### config.mk
export PLATFORM = sky130hd
export DESIGN_NAME = noc_row_top
export DESIGN_NICKNAME = d
export VERILOG_FILES = /design/src/logic/noc_pkg.sv /design/src/logic/tile_pkg.sv /design/src/logic/noc_link_if.sv /design/src/logic/tile_mem.sv /design/src/logic/row_router.sv /design/src/logic/edge_sink.sv /design/src/logic/noc_row_top.sv
export SDC_FILE = /design/constraint.sdc
export NUM_CORES = 2
export LEC_CHECK = 0
export BUFFER_PORTS_ARGS = -buffer_cell sky130_fd_sc_hd__buf_2
export CORE_MARGIN = 4
export CORE_UTILIZATION = 57
export CTS_CLUSTER_SIZE = 8
export DETAILED_ROUTE_END_ITERATION = 8
export HOLD_SLACK_MARGIN = 0.08
export PLACE_DENSITY = 0.76
export SYNTH_ARGS = -nofsm -noshare
export SYNTH_HDL_FRONTEND = slang
export SYNTH_HIERARCHICAL = 1
export SYNTH_SLANG_ARGS = --single-unit
### constraint.sdc
create_clock -name clk -period 3 [get_ports clk]
set_input_delay 0.45 -clock clk [delete_from_list [all_inputs] [get_ports clk]]
set_output_delay 0.45 -clock clk [all_outputs]
set_load 0.02 [all_outputs]
### src/logic/noc_pkg.sv
// packet-side definitions for the one-row slice; only x coordinates exist, no y dimension
package noc_pkg;

  // tiles in the row
  localparam int NUM_TILES = 4;

  // wide enough to also name coordinates with no tile behind them
  localparam int X_CORD_W = 3;

  // stray packet counter at the east edge, saturating
  localparam int STRAY_CNT_W = 8;

  typedef logic [X_CORD_W-1:0] x_cord_t;

  typedef logic [STRAY_CNT_W-1:0] stray_cnt_t;

  // store hands back the word it overwrote
  typedef enum logic {
    OP_LOAD  = 1'b0,
    OP_STORE = 1'b1
  } noc_op_e;

endpackage

### src/logic/tile_pkg.sv
// tile memory definitions; MEM_WORDS must stay a power of two to match MEM_ADDR_W
package tile_pkg;

  localparam int WORD_W = 32;

  localparam int MEM_WORDS = 16;  // words per tile

  localparam int MEM_ADDR_W = $clog2(MEM_WORDS);

  typedef logic [WORD_W-1:0] word_t;

  typedef logic [MEM_ADDR_W-1:0] mem_addr_t;

endpackage

### src/logic/noc_link_if.sv
// one packet per cycle when v is high; no ready, so the receiver must take it that cycle
`timescale 1ns/1ps

interface noc_link_if import noc_pkg::*, tile_pkg::*; ();

  logic      v;     // valid strobe
  noc_op_e   op;
  x_cord_t   x;     // destination on requests, responder on responses
  mem_addr_t addr;
  word_t     data;

  modport tx (
    output v,
    output op,
    output x,
    output addr,
    output data
  );

  modport rx (
    input v,
    input op,
    input x,
    input addr,
    input data
  );

endinterface

### src/logic/tile_mem.sv
// per-tile word memory; read path is combinational, so the old word is visible on a store
`timescale 1ns/1ps

module tile_mem import noc_pkg::*, tile_pkg::*; (
  input  logic      clk,
  input  logic      arst_n_i,
  input  logic      eject_i,
  input  noc_op_e   op_i,
  input  mem_addr_t addr_i,
  input  word_t     data_i,
  output word_t     rdata_o
);

  word_t mem [MEM_WORDS];
  logic  wr_en;

  assign wr_en = eject_i && (op_i == OP_STORE);

  // memory is cleared so every tile reads zero after reset
  always_ff @(posedge clk or negedge arst_n_i) begin
    if (!arst_n_i) begin
      for (int i = 0; i < MEM_WORDS; i++) begin
        mem[i] <= '0;
      end
    end else if (wr_en) begin
      mem[addr_i] <= data_i;
    end
  end

  // load data, or the replaced word on a store
  assign rdata_o = mem[addr_i];

  a_legal_op: assert property (
    @(posedge clk) disable iff (!arst_n_i)
    eject_i |-> (op_i inside {OP_LOAD, OP_STORE})
  );

endmodule

### src/logic/row_router.sv
// one hop per cycle on both lanes; relies on fixed latency, there is no stall path
`timescale 1ns/1ps

module row_router import noc_pkg::*, tile_pkg::*; (
  input  logic      clk,
  input  logic      arst_n_i,
  input  x_cord_t   my_x_i,
  noc_link_if.rx    req_in,
  noc_link_if.rx    rsp_in,
  noc_link_if.tx    req_out,
  noc_link_if.tx    rsp_out,
  output logic      eject_o,
  output noc_op_e   eject_op_o,
  output mem_addr_t eject_addr_o,
  output word_t     eject_data_o,
  input  word_t     local_data_i
);

  logic hit;
  logic fwd;

  logic      req_v_q;
  noc_op_e   req_op_q;
  x_cord_t   req_x_q;
  mem_addr_t req_addr_q;
  word_t     req_data_q;

  logic      rsp_v_q;
  noc_op_e   rsp_op_q;
  x_cord_t   rsp_x_q;
  mem_addr_t rsp_addr_q;
  word_t     rsp_data_q;

  assign hit = req_in.v && (req_in.x == my_x_i);
  assign fwd = req_in.v && !hit;

  // eject side goes straight to the tile memory
  assign eject_o      = hit;
  assign eject_op_o   = req_in.op;
  assign eject_addr_o = req_in.addr;
  assign eject_data_o = req_in.data;

  always_ff @(posedge clk or negedge arst_n_i) begin
    if (!arst_n_i) begin
      req_v_q <= 1'b0;
      rsp_v_q <= 1'b0;
    end else begin
      req_v_q <= fwd;
      rsp_v_q <= hit || rsp_in.v;
    end
  end

  always_ff @(posedge clk) begin
    if (fwd) begin
      req_op_q   <= req_in.op;
      req_x_q    <= req_in.x;
      req_addr_q <= req_in.addr;
      req_data_q <= req_in.data;
    end
  end

  // local response takes the slot of a passing one
  always_ff @(posedge clk) begin
    if (hit) begin
      rsp_op_q   <= req_in.op;
      rsp_x_q    <= my_x_i;
      rsp_addr_q <= req_in.addr;
      rsp_data_q <= local_data_i;  // word before the store lands
    end else if (rsp_in.v) begin
      rsp_op_q   <= rsp_in.op;
      rsp_x_q    <= rsp_in.x;
      rsp_addr_q <= rsp_in.addr;
      rsp_data_q <= rsp_in.data;
    end
  end

  assign req_out.v    = req_v_q;
  assign req_out.op   = req_op_q;
  assign req_out.x    = req_x_q;
  assign req_out.addr = req_addr_q;
  assign req_out.data = req_data_q;

  assign rsp_out.v    = rsp_v_q;
  assign rsp_out.op   = rsp_op_q;
  assign rsp_out.x    = rsp_x_q;
  assign rsp_out.addr = rsp_addr_q;
  assign rsp_out.data = rsp_data_q;

  // an upstream response always comes from another injection cycle than a local hit
  a_no_collide: assert property (
    @(posedge clk) disable iff (!arst_n_i)
    !(hit && rsp_in.v)
  );

  // no router further west let its own packet through
  a_no_leak: assert property (
    @(posedge clk) disable iff (!arst_n_i)
    req_in.v |-> (req_in.x >= my_x_i)
  );

endmodule

### src/logic/edge_sink.sv
// east end of the request lane; stray count saturates at all ones and is never cleared but by reset
`timescale 1ns/1ps

module edge_sink import noc_pkg::*; (
  input  logic       clk,
  input  logic       arst_n_i,
  noc_link_if.rx     req_in,
  output logic       stray_o,
  output stray_cnt_t stray_count_o
);

  stray_cnt_t cnt_q;

  assign stray_o = req_in.v;  // same cycle as arrival

  always_ff @(posedge clk or negedge arst_n_i) begin
    if (!arst_n_i) begin
      cnt_q <= '0;
    end else if (req_in.v && (cnt_q != '1)) begin
      cnt_q <= cnt_q + 1'b1;
    end
  end

  assign stray_count_o = cnt_q;

  // anything reaching here was addressed past the row, so no router missed its own packet
  a_only_strays: assert property (
    @(posedge clk) disable iff (!arst_n_i)
    req_in.v |-> (req_in.x >= x_cord_t'(NUM_TILES))
  );

endmodule

### src/logic/noc_row_top.sv
// responses leave NUM_TILES cycles after the request in request order; no flow control on any port
`timescale 1ns/1ps

module noc_row_top import noc_pkg::*, tile_pkg::*; (
  input  logic       clk,
  input  logic       arst_n_i,
  input  logic       req_v_i,
  input  noc_op_e    req_op_i,
  input  x_cord_t    req_x_i,
  input  mem_addr_t  req_addr_i,
  input  word_t      req_data_i,
  output logic       rsp_v_o,
  output noc_op_e    rsp_op_o,
  output x_cord_t    rsp_x_o,
  output mem_addr_t  rsp_addr_o,
  output word_t      rsp_data_o,
  output logic       stray_o,
  output stray_cnt_t stray_count_o
);

  noc_link_if req_link [NUM_TILES+1] ();
  noc_link_if rsp_link [NUM_TILES+1] ();

  // west end of the request lane
  assign req_link[0].v    = req_v_i;
  assign req_link[0].op   = req_op_i;
  assign req_link[0].x    = req_x_i;
  assign req_link[0].addr = req_addr_i;
  assign req_link[0].data = req_data_i;

  // nothing enters the response lane from the west
  assign rsp_link[0].v    = 1'b0;
  assign rsp_link[0].op   = OP_LOAD;
  assign rsp_link[0].x    = '0;
  assign rsp_link[0].addr = '0;
  assign rsp_link[0].data = '0;

  for (genvar k = 0; k < NUM_TILES; k++) begin : g_tile
    logic      eject;
    noc_op_e   eject_op;
    mem_addr_t eject_addr;
    word_t     eject_data;
    word_t     local_data;

    row_router u_router (
      .clk          (clk),
      .arst_n_i     (arst_n_i),
      .my_x_i       (x_cord_t'(k)),
      .req_in       (req_link[k]),
      .rsp_in       (rsp_link[k]),
      .req_out      (req_link[k+1]),
      .rsp_out      (rsp_link[k+1]),
      .eject_o      (eject),
      .eject_op_o   (eject_op),
      .eject_addr_o (eject_addr),
      .eject_data_o (eject_data),
      .local_data_i (local_data)
    );

    tile_mem u_mem (
      .clk      (clk),
      .arst_n_i (arst_n_i),
      .eject_i  (eject),
      .op_i     (eject_op),
      .addr_i   (eject_addr),
      .data_i   (eject_data),
      .rdata_o  (local_data)
    );
  end

  edge_sink u_sink (
    .clk           (clk),
    .arst_n_i      (arst_n_i),
    .req_in        (req_link[NUM_TILES]),
    .stray_o       (stray_o),
    .stray_count_o (stray_count_o)
  );

  // east end of the response lane
  assign rsp_v_o    = rsp_link[NUM_TILES].v;
  assign rsp_op_o   = rsp_link[NUM_TILES].op;
  assign rsp_x_o    = rsp_link[NUM_TILES].x;
  assign rsp_addr_o = rsp_link[NUM_TILES].addr;
  assign rsp_data_o = rsp_link[NUM_TILES].data;

endmodule

==> results.yml <==
critical_path:
  critical_path.cell_chain: "xnor2_1 > nand4_4 > inv_1 > nand4b_1 > buf_4 > nor2_4 > buf_12 > mux2_2"
  critPathBufInv: 3
  max_stage_delay_ps: 520
  arrival_ps: 3540
  timing.critical_path.to_type: "flip-flop"
  timing.rr.start: "g_tile[1].u_router/req_out.x[2]"
  setup.worst_path.start: "g_tile[1].u_router/req_out.x[2]"
  critical_path.top_delay_family: "simple AND/OR/NAND/NOR gates"
  timing.critical_path.required_ps: 3760
  worstPathMaxFanout: 15
  crit_slowest_cell: "edfxtp_1"
  worstSetupStartpointType: "flip-flop"
  crit_type: "flip-flop to flip-flop"
synth:
  synth_area_per_cell_um2: 16.5
  syn-instance-count: 6297
  yosysWarningCount: 6
  netlist_area_um2: 104000
power_and_ir_drop:
  power.ir.vdd_worst_uv: 533
  power.density_nw_per_um2: 690
  static_leakage_nw: 55.4
  total_power_mw: 81.3
die:
  core-area_um2: 181000
  chipWidth_um: 434
  floorplan.initialDensity: 0.573
  fp.dieH_um: 434
  num_io_pins: 93
  design.die.area_um2: 189000
  std_cell_rows: 156
cts:
  cts-root-to-sink-buffers: 4
  worstSkewPairLatency_ps: 940
  cts_tree: "done"
  worst_setup_hold_path_clk_slew_ps: 50
  clock_tree.htree_level_count: 5
  cts_buffers: 343
  cts.root.buffer_cell: "clkbuf_16"
  tritoncts_num_sinks: 2344
sta:
  timing.final.hold_violations: 0
  finalSetupViolCount: 0
  totalNegativeSetupSlack_ps: 0
  timing.slew.headroom: 0.181
  final_max_slew_viol_count: 0
  min_period_over_period: 0.926
  max_freq_ghz: 0.360
  skew_ps: 64.3
  post-route-min-period_ps: 2780
  rsz0062_at_grt: "no"
  worst_slew_pin_slew_ps: 1230
global_routing:
  grt_pass1_vias: 63000
  grt_max_degree: 126
  grt_use_total: 0.286
  grt_first_pass_wirelength_um: 402000
  antenna_found_initial: 20
  grt_overflow_total: 0
run_status:
  status: "finished clean"
final_layout:
  fin_area_um2: 118000
  fillCellCount: 12200
  utilization: 0.652
  drive_above_1_share: 0.539
  num-nets-final: 6533
  syn2layout_area_growth_pct: 13.7
route:
  routedWlPerCell_um: 29.4
  route.layer.met1.wl_um: 105000
  drt_pre_antenna_iters: 6
  totalWireLength_um: 264000
  vias: 57900
  vias_per_cell: 6.44
  drtIter0Drc: 4501
  wl_met3_um: 16900
  met2_length_um: 131000
  top_layer_used_by_detailed_routing: "met5"
  drc: 0
  route.antenna.remaining_nets: 0
placed_design:
  placement.io_buffers: 92
  dpl-instance-area_um2: 108000
  gp_congestion: 0.865
  hpwlAfterDp_um: 165000
job:
  cap_violations: 0
min_path:
  hp-class: "input port to asynchronous set/reset pin"
[what timing repair did]
item,CTS,global route
gates resized for setup,0,0
hold buffers,40,0
setup buffers,0,0
hold endpoints to repair,794,0
[layout make-up]
| cell class | count | area (µm²) | share of cell area |
|---|---|---|---|
| antenna | 9 | 22.5 | 0.000191 |
| clock buffer | 451 | 9070 | 0.0771 |
| clock inverter | 9 | 85.1 | 0.000723 |
| inverter | 9 | 33.8 | 0.000287 |
| multi-input combinational | 3330 | 40700 | 0.345 |
| sequential | 2344 | 60100 | 0.510 |
| tap | 2370 | 2970 | 0.0252 |
| timing repair buffer | 461 | 4860 | 0.0413 |
[stage by stage]
step / setup slack (ps) / std cells / hold slack, ps
after floorplan: 512 / 6360 / 154
after global placement: 302 / 8474 / 457
after detailed placement: 275 / 8474 / 460
after CTS: 193 / 8974 / 100
after global routing: 103 / 8979 / 132
final: 222 / 8983 / 142
[final timing paths]
path | cells after the start | end | slack (ps)
min reg2reg | 0 | g_tile[1].u_router/req_out.x[0] | 480
max reg2reg | 8 | g_tile[2].u_mem/mem[297] | 220
min | 2 | g_tile[3].u_mem/mem[182] | 140
min in group clk | 2 | g_tile[0].u_router/req_out.addr[0] | 260
max in group asynchronous | 4 | g_tile[1].u_mem/mem[110] | 1680
max | 8 | g_tile[2].u_mem/mem[297] | 220
[cell usage in the layout (no fill, tap or decap), types with 104 or more instances in the layout]
cell,count
clkbuf_16,347
buf_4,209
edfxtp_1,280
mux2_2,2164
buf_12,121
clkbuf_1,104
dfrtp_1,2064
a22oi_1,256
nand2_1,133
mux4_2,512
[routing by layer]
| metal | vias up | track usage |
|---|---|---|
| li1 | 23700 | - |
| met1 | 31600 | 0.376 |
| met2 | 1931 | 0.471 |
| met3 | 582 | 0.0554 |
| met4 | 4 | 0.119 |
| met5 | - | 0 |
[report_power, final]
| group | switching, mW | internal (mW) | leakage [nW] |
|---|---|---|---|
| registers | 2.77 | 35.6 | 31.3 |
| clock network | 13.0 | 20.7 | 4.44 |
| logic | 4.37 | 4.78 | 19.7 |
| total | 20.2 | 61.1 | 55.4 |
[sequential cells by signal, summed over array words and instances, names as in the netlist]
signal                        count
g_tile.u_mem/mem               2048
g_tile.u_router/rsp_out.data    128
g_tile.u_router/req_out.data     96
g_tile.u_router/rsp_out.addr     16
g_tile.u_router/req_out.addr     12
g_tile.u_router/rsp_out.x        12
g_tile.u_router/req_out.x         9
u_sink/stray_count_o              8
g_tile.u_router/req_out.v         4
g_tile.u_router/rsp_out.op        4
g_tile.u_router/rsp_out.v         4
g_tile.u_router/req_out.op        3
Note: power is estimated with default switching activity, not from simulation.
